===== src/hdl/jam_pkg.sv =====
`default_nettype none

package jam_pkg;

	// ----------------------------------------------------------
	// sizes
	// ----------------------------------------------------------
	localparam int n_jobs  = 8;
	localparam int cost_w  = 7;
	localparam int idx_w   = 3;

	// holds 0 to 8 zeros
	localparam int count_w = 4;

	// sum of all minima stays below 8 x 127
	localparam int bound_w = 10;

	// ----------------------------------------------------------
	// types
	// ----------------------------------------------------------
	typedef logic [cost_w-1:0] cost_t;

	// row index first, column index second
	typedef cost_t [n_jobs-1:0][n_jobs-1:0] cost_matrix_t;

	typedef logic [bound_w-1:0] bound_t;
	typedef logic [count_w-1:0] count_t;

	// start value of a lane minimum
	localparam cost_t cost_max = '1;

	// last row, column or beat index
	localparam logic [idx_w-1:0] last_idx = idx_w'(n_jobs - 1);

endpackage

`default_nettype wire


===== src/hdl/cost_loader.sv =====
`timescale 1ns/10ps
`default_nettype none

module cost_loader import jam_pkg::*; (
	input  logic         clk,
	input  logic         rst_n,
	input  logic         in_valid,
	input  cost_t        in_cost,
	output logic         load_done,
	output cost_matrix_t load_matrix
);

	localparam int total_w = n_jobs * n_jobs * cost_w;

	logic [5:0]         sample_cnt;
	logic               last_sample;
	logic [total_w-1:0] shift_reg;
	logic [total_w-1:0] shift_nxt;

	// ----------------------------------------------------------
	// serial to parallel
	// ----------------------------------------------------------

	// newest value enters at the top, so after 64 shifts
	// row 0 col 0 sits in the lowest bits
	assign shift_nxt = {in_cost, shift_reg[total_w-1:cost_w]};

	assign last_sample = in_valid && (sample_cnt == 6'd63);

	always_ff @(posedge clk) begin
		if (in_valid) begin
			shift_reg <= shift_nxt;
		end
		if (last_sample) begin
			load_matrix <= cost_matrix_t'(shift_nxt);
		end
	end

	// ----------------------------------------------------------
	// sample counter
	// ----------------------------------------------------------
	always_ff @(posedge clk or negedge rst_n) begin
		if (!rst_n) begin
			sample_cnt <= '0;
			load_done  <= 1'b0;
		end else begin
			load_done <= last_sample;
			// wraps to 0 after the 64th sample
			if (in_valid) begin
				sample_cnt <= sample_cnt + 6'd1;
			end
		end
	end

	// in_valid only falls on a block boundary
	a_block_whole: assert property (
		@(posedge clk) disable iff (!rst_n)
		$fell(in_valid) |-> (sample_cnt == 6'd0)
	) else $error("in_valid dropped after %0d samples of a matrix", sample_cnt);

endmodule

`default_nettype wire


===== src/hdl/min_reducer.sv =====
`timescale 1ns/10ps
`default_nettype none

module min_reducer import jam_pkg::*; #(
	parameter bit reduce_cols = 1'b1
) (
	input  logic         clk,
	input  logic         rst_n,
	input  logic         start,
	input  cost_matrix_t in_matrix,
	output logic         done,
	output cost_matrix_t out_matrix,
	output bound_t       out_bound
);

	cost_matrix_t       work;
	cost_matrix_t       reduced;
	cost_t [n_jobs-1:0] lane_min;
	cost_t [n_jobs-1:0] slice_val;
	cost_t [n_jobs-1:0] min_nxt;
	bound_t             min_sum;
	logic [idx_w-1:0]   slice;
	logic               scanning;
	logic               subtracting;

	// ----------------------------------------------------------
	// scan
	// ----------------------------------------------------------

	// lanes are columns and slices rows when reducing columns
	// and the other way round when reducing rows
	always_comb begin
		for (int lane = 0; lane < n_jobs; lane++) begin
			if (reduce_cols) begin
				slice_val[lane] = work[slice][lane];
			end else begin
				slice_val[lane] = work[lane][slice];
			end
			if (slice_val[lane] < lane_min[lane]) begin
				min_nxt[lane] = slice_val[lane];
			end else begin
				min_nxt[lane] = lane_min[lane];
			end
		end
	end

	// ----------------------------------------------------------
	// subtract and sum
	// ----------------------------------------------------------
	always_comb begin
		for (int r = 0; r < n_jobs; r++) begin
			for (int c = 0; c < n_jobs; c++) begin
				// no underflow as the minimum is one of the lane values
				if (reduce_cols) begin
					reduced[r][c] = work[r][c] - lane_min[c];
				end else begin
					reduced[r][c] = work[r][c] - lane_min[r];
				end
			end
		end
	end

	always_comb begin
		min_sum = '0;
		for (int lane = 0; lane < n_jobs; lane++) begin
			min_sum = min_sum + bound_t'(lane_min[lane]);
		end
	end

	// ----------------------------------------------------------
	// datapath registers
	// ----------------------------------------------------------
	always_ff @(posedge clk) begin
		if (start) begin
			work     <= in_matrix;
			lane_min <= {n_jobs{cost_max}};
		end else if (scanning) begin
			lane_min <= min_nxt;
		end
		if (subtracting) begin
			out_matrix <= reduced;
			out_bound  <= min_sum;
		end
	end

	// ----------------------------------------------------------
	// sequencing
	// ----------------------------------------------------------

	// capture, 8 scan edges, then one subtract edge with done
	always_ff @(posedge clk or negedge rst_n) begin
		if (!rst_n) begin
			scanning    <= 1'b0;
			subtracting <= 1'b0;
			slice       <= '0;
			done        <= 1'b0;
		end else begin
			done        <= subtracting;
			subtracting <= scanning && (slice == last_idx);
			if (start) begin
				scanning <= 1'b1;
				slice    <= '0;
			end else if (scanning) begin
				slice <= slice + 1'b1;
				if (slice == last_idx) begin
					scanning <= 1'b0;
				end
			end
		end
	end

	// upstream spacing keeps this stage free
	a_start_idle: assert property (
		@(posedge clk) disable iff (!rst_n)
		start |-> (!scanning && !subtracting)
	) else $error("start arrived while a scan was in progress");

	// fixed latency, relied on by the report timing
	a_done_latency: assert property (
		@(posedge clk) disable iff (!rst_n)
		start |-> ##10 done
	) else $error("done not seen 10 cycles after start");

endmodule

`default_nettype wire


===== src/hdl/reduction_report.sv =====
`timescale 1ns/10ps
`default_nettype none

module reduction_report import jam_pkg::*; (
	input  logic         clk,
	input  logic         rst_n,
	input  logic         col_done,
	input  bound_t       col_bound,
	input  logic         row_done,
	input  cost_matrix_t row_matrix,
	input  bound_t       row_bound,
	output logic         out_valid,
	output count_t       out_job,
	output bound_t       out_cost
);

	bound_t              col_bound_hold;
	bound_t              total;
	count_t [n_jobs-1:0] row_zeros;
	count_t [n_jobs-1:0] zeros_nxt;
	logic [idx_w-1:0]    beat;
	logic                burst_active;

	// ----------------------------------------------------------
	// zero count and bound
	// ----------------------------------------------------------
	always_comb begin
		for (int r = 0; r < n_jobs; r++) begin
			zeros_nxt[r] = '0;
			for (int c = 0; c < n_jobs; c++) begin
				zeros_nxt[r] = zeros_nxt[r] + count_t'(row_matrix[r][c] == '0);
			end
		end
	end

	// column bound of the matrix now in the row reducer
	always_ff @(posedge clk) begin
		if (col_done) begin
			col_bound_hold <= col_bound;
		end
		if (row_done) begin
			row_zeros <= zeros_nxt;
			total     <= col_bound_hold + row_bound;
		end
	end

	// ----------------------------------------------------------
	// output burst
	// ----------------------------------------------------------

	// one beat per row, total repeated on every beat
	always_ff @(posedge clk or negedge rst_n) begin
		if (!rst_n) begin
			burst_active <= 1'b0;
			beat         <= '0;
			out_valid    <= 1'b0;
			out_job      <= '0;
			out_cost     <= '0;
		end else begin
			if (row_done) begin
				burst_active <= 1'b1;
				beat         <= '0;
			end else if (burst_active) begin
				beat <= beat + 1'b1;
				if (beat == last_idx) begin
					burst_active <= 1'b0;
				end
			end

			out_valid <= burst_active;
			if (burst_active) begin
				out_job  <= row_zeros[beat];
				out_cost <= total;
			end else begin
				out_job  <= '0;
				out_cost <= '0;
			end
		end
	end

	// next matrix only finishes after the burst is out
	a_no_overlap: assert property (
		@(posedge clk) disable iff (!rst_n)
		row_done |-> !burst_active
	) else $error("row_done arrived during an output burst");

	// exactly 8 beats per burst
	a_burst_len: assert property (
		@(posedge clk) disable iff (!rst_n)
		$rose(out_valid) |-> ##7 out_valid ##1 !out_valid
	) else $error("output burst was not 8 beats long");

endmodule

`default_nettype wire


===== src/hdl/jam_top.sv =====
`timescale 1ns/10ps
`default_nettype none

module jam_top import jam_pkg::*; (
	input  logic   clk,
	input  logic   rst_n,
	input  logic   in_valid,
	input  cost_t  in_cost,
	output logic   out_valid,
	output count_t out_job,
	output bound_t out_cost
);

	logic         load_done;
	cost_matrix_t load_matrix;
	logic         col_done;
	cost_matrix_t col_matrix;
	bound_t       col_bound;
	logic         row_done;
	cost_matrix_t row_matrix;
	bound_t       row_bound;

	cost_loader u_loader (
		.clk         (clk),
		.rst_n       (rst_n),
		.in_valid    (in_valid),
		.in_cost     (in_cost),
		.load_done   (load_done),
		.load_matrix (load_matrix)
	);

	// column minima first
	min_reducer #(
		.reduce_cols (1'b1)
	) u_col_reducer (
		.clk        (clk),
		.rst_n      (rst_n),
		.start      (load_done),
		.in_matrix  (load_matrix),
		.done       (col_done),
		.out_matrix (col_matrix),
		.out_bound  (col_bound)
	);

	// then row minima of the column-reduced matrix
	min_reducer #(
		.reduce_cols (1'b0)
	) u_row_reducer (
		.clk        (clk),
		.rst_n      (rst_n),
		.start      (col_done),
		.in_matrix  (col_matrix),
		.done       (row_done),
		.out_matrix (row_matrix),
		.out_bound  (row_bound)
	);

	reduction_report u_report (
		.clk        (clk),
		.rst_n      (rst_n),
		.col_done   (col_done),
		.col_bound  (col_bound),
		.row_done   (row_done),
		.row_matrix (row_matrix),
		.row_bound  (row_bound),
		.out_valid  (out_valid),
		.out_job    (out_job),
		.out_cost   (out_cost)
	);

endmodule

`default_nettype wire


===== config.mk =====
export PLATFORM = sky130hd
export DESIGN_NAME = jam_top
export DESIGN_NICKNAME = d
export VERILOG_FILES = /design/src/hdl/jam_pkg.sv /design/src/hdl/cost_loader.sv /design/src/hdl/min_reducer.sv /design/src/hdl/reduction_report.sv /design/src/hdl/jam_top.sv
export SDC_FILE = /design/constraint.sdc
export NUM_CORES = 2
export LEC_CHECK = 0
export ABC_CLOCK_PERIOD_IN_PS = 21500
export CAP_MARGIN = 20
export CORE_ASPECT_RATIO = 0.6
export CORE_MARGIN = 2
export CORE_UTILIZATION = 43
export CTS_CLUSTER_DIAMETER = 50
export DETAILED_ROUTE_END_ITERATION = 7
export DONT_BUFFER_PORTS = 1
export PLACE_DENSITY = 0.72
export SETUP_SLACK_MARGIN = 0.15
export SLEW_MARGIN = 20
export SYNTH_ARGS = -nofsm -noshare
export SYNTH_HDL_FRONTEND = slang
export SYNTH_SLANG_ARGS = --single-unit

===== constraint.sdc =====
create_clock -name clk -period 21.5 [get_ports clk]
set_clock_uncertainty 0.15 [all_clocks]
set_input_delay 2.15 -clock clk [delete_from_list [all_inputs] [get_ports clk]]
set_output_delay 2.15 -clock clk [all_outputs]
set_load 0.01 [all_outputs]

==> flow_summary.html <==
<table>
<tr><th>Metric</th><th>Value</th></tr>
<tr><th colspan="2">Status</th></tr>
<tr><td>Result of the run</td><td>finished, violations left</td></tr>
<tr><td>Violated checks</td><td>max-slew violations</td></tr>
<tr><th colspan="2">GRT</th></tr>
<tr><td>Vias in the first global route</td><td>around 78,000</td></tr>
<tr><td>First-pass GRT wire length</td><td>between 600 and 700 mm</td></tr>
<tr><td>GRT Residual Overflow</td><td>0</td></tr>
<tr><td>Pin count of the biggest net entering global routing</td><td>447</td></tr>
<tr><td>Initial antenna violation count</td><td>between 80 and 90</td></tr>
<tr><td>Overall fraction of global-route tracks in use</td><td>~28%</td></tr>
<tr><th colspan="2">Floorplanning</th></tr>
<tr><td>Core Footprint</td><td>roughly 320,000 µm²</td></tr>
<tr><td>Number of ports placed on the die boundary</td><td>25</td></tr>
<tr><td>Die Area</td><td>323,400 µm²</td></tr>
<tr><td>Width of the die</td><td>732.9 µm</td></tr>
<tr><td>Die height</td><td>441.3 µm</td></tr>
<tr><td>FP Rows</td><td>160</td></tr>
<tr><td>Initial standard-cell utilization of the core</td><td>43.25%</td></tr>
<tr><th colspan="2">Worst setup path</th></tr>
<tr><td>Critical Path, Cell by Cell</td><td>nand4_1 &gt; nor2_4 &gt; buf_4 &gt; buf_4 &gt; buf_4 &gt; buf_4 &gt; buf_4</td></tr>
<tr><td>Capturing element type of the critical path</td><td>flop</td></tr>
<tr><td>Largest stage delay on the critical path</td><td>a little under 0.9 ns</td></tr>
<tr><td>Arrival time of data at the critical path endpoint</td><td>around 8.4 ns</td></tr>
<tr><td>Largest delay contributor family on the critical path</td><td>buffers and inverters</td></tr>
<tr><td>Slowest stage cell, crit path</td><td>sky130_fd_sc_hd__buf_4</td></tr>
<tr><td>Cell type with the highest occurrence count on the critical path</td><td>sky130_fd_sc_hd__buf_4</td></tr>
<tr><td>CP Buf/Inv Count</td><td>5</td></tr>
<tr><td>Worst setup SP type</td><td>primary input</td></tr>
<tr><td>CP Class</td><td>in -&gt; reg</td></tr>
<tr><td>Peak fanout along the critical path</td><td>446</td></tr>
<tr><td>Required time of the critical path</td><td>between 20 and 25 ns</td></tr>
<tr><th colspan="2">STA</th></tr>
<tr><td>Worst Max-Slew Pin Slew</td><td>1.556 ns</td></tr>
<tr><td>Minimum clock period</td><td>8.016 ns</td></tr>
<tr><td>Final count of hold timing violations</td><td>0</td></tr>
<tr><td>Number of setup violations in the final report</td><td>0</td></tr>
<tr><td>Slew HR</td><td>-3.702%</td></tr>
<tr><td>RSZ-0062 raised after global routing</td><td>no</td></tr>
<tr><td>Total Neg Setup Slack</td><td>0 ns</td></tr>
<tr><td>Final-report max-slew violation count</td><td>50</td></tr>
<tr><td>Highest achievable clock rate</td><td>0.1247 GHz</td></tr>
<tr><td>Final period utilization</td><td>37.29%</td></tr>
<tr><th colspan="2">Layout</th></tr>
<tr><td>Leading cell types in the layout, fill and taps excluded</td><td>sky130_fd_sc_hd__edfxtp_1, sky130_fd_sc_hd__inv_1, sky130_fd_sc_hd__ha_1</td></tr>
<tr><td>Layout cells sized above 1</td><td>9.109%</td></tr>
<tr><td>Syn-to-layout area delta</td><td>10.85%</td></tr>
<tr><td>Most common library cell in the layout ignoring fill and taps</td><td>sky130_fd_sc_hd__edfxtp_1</td></tr>
<tr><td>End-of-flow core utilization</td><td>47.94%</td></tr>
<tr><td>Nets</td><td>11,101</td></tr>
<tr><th colspan="2">Clock network</th></tr>
<tr><td>CTS sink cnt</td><td>~2,900</td></tr>
<tr><td>Root Buffer Master</td><td>sky130_fd_sc_hd__clkbuf_16</td></tr>
<tr><td>Count of buffers added by post-CTS timing repair for setup</td><td>0</td></tr>
<tr><td>TritonCTS clock tree</td><td>done</td></tr>
<tr><td>H-Tree Depth</td><td>5</td></tr>
<tr><td>Post-CTS resize count</td><td>0</td></tr>
<tr><td>Latest clock arrival within the worst-skew pair</td><td>0.94 ns</td></tr>
<tr><td>Count of hold buffers inserted by post-cts repair</td><td>0</td></tr>
<tr><td>Clock buffer depth</td><td>4</td></tr>
<tr><td>Post-CTS clock slew at the launch and capture registers of the worst setup and hold paths</td><td>around 0.07 ns</td></tr>
<tr><td>CTS buffer count</td><td>279</td></tr>
<tr><th colspan="2">Logic synthesis</th></tr>
<tr><td>Synth top area share</td><td>between 60 and 70%</td></tr>
<tr><td>Proportion of synthesized flip-flops having asynchronous set or reset</td><td>1.309%</td></tr>
<tr><td>Syn avg cell area</td><td>14.22 µm²</td></tr>
<tr><td>Sequential-to-total area share from yosys stat</td><td>62.65%</td></tr>
<tr><td>Area contributors post-synth</td><td>sky130_fd_sc_hd__edfxtp_1, sky130_fd_sc_hd__ha_1, sky130_fd_sc_hd__mux4_2, sky130_fd_sc_hd__fa_1, sky130_fd_sc_hd__inv_1</td></tr>
<tr><td>Mapped cell area</td><td>137,100 µm²</td></tr>
<tr><td>Synth unique cells</td><td>51</td></tr>
<tr><td>Syn nets</td><td>10,825</td></tr>
<tr><td>Most used flip-flop cell after synthesis</td><td>sky130_fd_sc_hd__edfxtp_1</td></tr>
<tr><td>Synthesized netlist cell count</td><td>9,640</td></tr>
<tr><td>Synthesis-stage register bit count</td><td>2,903</td></tr>
<tr><td>Warnings from Yosys</td><td>0</td></tr>
<tr><td>Number of flops mapped to enable cells by yosys</td><td>2,753</td></tr>
<tr><td>Cell accounting for the most synthesized area</td><td>sky130_fd_sc_hd__edfxtp_1</td></tr>
<tr><th colspan="2">Route</th></tr>
<tr><td>Drt wl/cell</td><td>31.84 µm</td></tr>
<tr><td>DR DRC count</td><td>0</td></tr>
<tr><td>Vias after detailed routing</td><td>86,834</td></tr>
<tr><td>Number of detailed-routing iterations run before antenna repair</td><td>7</td></tr>
<tr><td>Starting DRC count in detailed routing</td><td>14,925</td></tr>
<tr><td>Routed wire length</td><td>458.1 mm</td></tr>
<tr><td>DR vias/cell</td><td>~6</td></tr>
<tr><td>Routed Antenna Nets</td><td>0</td></tr>
<tr><th colspan="2">Placed design</th></tr>
<tr><td>Count of port buffers added during placement</td><td>0</td></tr>
<tr><td>DP Wirelength</td><td>350.1 mm</td></tr>
<tr><td>Global placement routability congestion</td><td>around 1.0</td></tr>
<tr><th colspan="2">Min path</th></tr>
<tr><td>Worst hold path type</td><td>reg -&gt; reg</td></tr>
<tr><th colspan="2">Power</th></tr>
<tr><td>Leak</td><td>55.54 nW</td></tr>
<tr><td>Power density over the cells</td><td>roughly 110 nW/µm²</td></tr>
<tr><td>Maximum VDD drop</td><td>0.2131 mV</td></tr>
<tr><th colspan="2">Flow run</th></tr>
<tr><td>Max-cap check violation count</td><td>0</td></tr>
</table>
-- power breakdown --
part | switching (mW) | internal (mW) | total [mW]
logic | 2.86 | 1.36 | 4.22
clock network | 2.26 | 2.82 | 5.09
registers | 0.184 | 6.47 | 6.65
total | 5.31 | 10.6 | 16.0
-- cells in the mapped netlist (2+ instances only) --
cell type	n
sky130_fd_sc_hd__buf_2	53
sky130_fd_sc_hd__buf_6	12
sky130_fd_sc_hd__nand4_1	19
sky130_fd_sc_hd__or4_1	276
sky130_fd_sc_hd__a21oi_1	285
sky130_fd_sc_hd__mux2_2	95
sky130_fd_sc_hd__o21bai_1	5
sky130_fd_sc_hd__clkbuf_1	23
sky130_fd_sc_hd__buf_8	3
sky130_fd_sc_hd__buf_4	3
sky130_fd_sc_hd__a2111oi_1	6
sky130_fd_sc_hd__a21oi_2	9
sky130_fd_sc_hd__o21ai_0	355
sky130_fd_sc_hd__nor2_1	763
sky130_fd_sc_hd__a21boi_0	256
sky130_fd_sc_hd__mux4_1	2
sky130_fd_sc_hd__xor2_1	133
sky130_fd_sc_hd__a211oi_1	20
sky130_fd_sc_hd__fa_1	229
sky130_fd_sc_hd__dfxtp_1	112
sky130_fd_sc_hd__buf_1	9
sky130_fd_sc_hd__o41ai_1	4
sky130_fd_sc_hd__and2_1	12
sky130_fd_sc_hd__edfxtp_1	2753
sky130_fd_sc_hd__a2111oi_4	5
sky130_fd_sc_hd__nor4_1	64
sky130_fd_sc_hd__o21ai_1	5
sky130_fd_sc_hd__mux2i_1	128
sky130_fd_sc_hd__ha_1	946
sky130_fd_sc_hd__a21o_1	29
sky130_fd_sc_hd__mux4_2	230
sky130_fd_sc_hd__o211ai_1	245
sky130_fd_sc_hd__buf_12	8
sky130_fd_sc_hd__inv_1	1165
sky130_fd_sc_hd__nand3_1	257
sky130_fd_sc_hd__nor2b_1	302
sky130_fd_sc_hd__mux2i_4	6
sky130_fd_sc_hd__a21oi_4	7
sky130_fd_sc_hd__nor3_1	278
sky130_fd_sc_hd__xnor2_1	171
sky130_fd_sc_hd__nand2_1	295
sky130_fd_sc_hd__a2111oi_2	5
sky130_fd_sc_hd__or4b_2	12
sky130_fd_sc_hd__dfrtp_1	38
-- final timing paths --
kind,startpoint,end,slack [ns],cells after the start
min in group asynchronous,rst_n,u_col_reducer.subtracting,0.77,0
worst max-delay path,in_valid,u_loader.load_matrix[300],13.48,7
worst min-delay path,u_loader.load_matrix[124],u_col_reducer.work[124],0.24,0
worst min register to register,u_loader.load_matrix[124],u_col_reducer.work[124],0.24,0
max in group asynchronous,rst_n,u_row_reducer.done,20.07,0
worst max register to register,u_loader.sample_cnt[0],u_loader.load_matrix[300],15.01,8
-- layer usage --
metal	track usage (%)	up-vias	wire (µm)
li1	-	36235	-
met1	42.61	43557	199700
met2	31.15	6314	153900
met3	17.42	674	92220
met4	6.138	54	10900
met5	1.414	-	1369
-- logic make-up (layout without fill, tap and decap cells) --
| family | count (synthesis) | after routing | synth area share [%] |
|---|---|---|---|
| XOR/XNOR | 304 | 304 | 1.943 |
| AO/OA/AOI/OAI | 1241 | 1241 | 5.789 |
| other | 0 | 41 | 0 |
| multiplexers | 461 | 461 | 5.632 |
| buffers and inverters | 1276 | 1769 | 3.737 |
| flip-flops | 2903 | 2903 | 62.65 |
| adder cells (fa/ha/maj) | 1175 | 1175 | 11.98 |
| AND/OR/NAND/NOR | 2280 | 2280 | 8.272 |
-- final cells by class --
type,instances,area [µm²]
clock buffers,337,7376
repair buffers,106,913.4
well taps,4212,5270
multi-input cells,5461,46170
diodes,41,102.6
flip-flops and latches,2903,85910
clock inverters,161,1818
inverters,1165,4373
fillers,26692,165000
-- through the flow --
step	total power, mW	worst slack [ns]	hold slack, ns	cells	cell area, µm²
6_report	15.95	13.48	0.2364	14386	151900
3_5_place_dp	10.70	13.16	0.2545	13845	142500
2_1_floorplan	8.972	6.450	0.2019	9640	137100
5_1_grt	16.41	13.62	0.2545	14348	151800
4_1_cts	15.75	14.02	0.2380	14343	151700
3_3_place_gp	10.67	13.29	0.2500	13844	142500
Note: power is estimated with default switching activity, not from simulation.
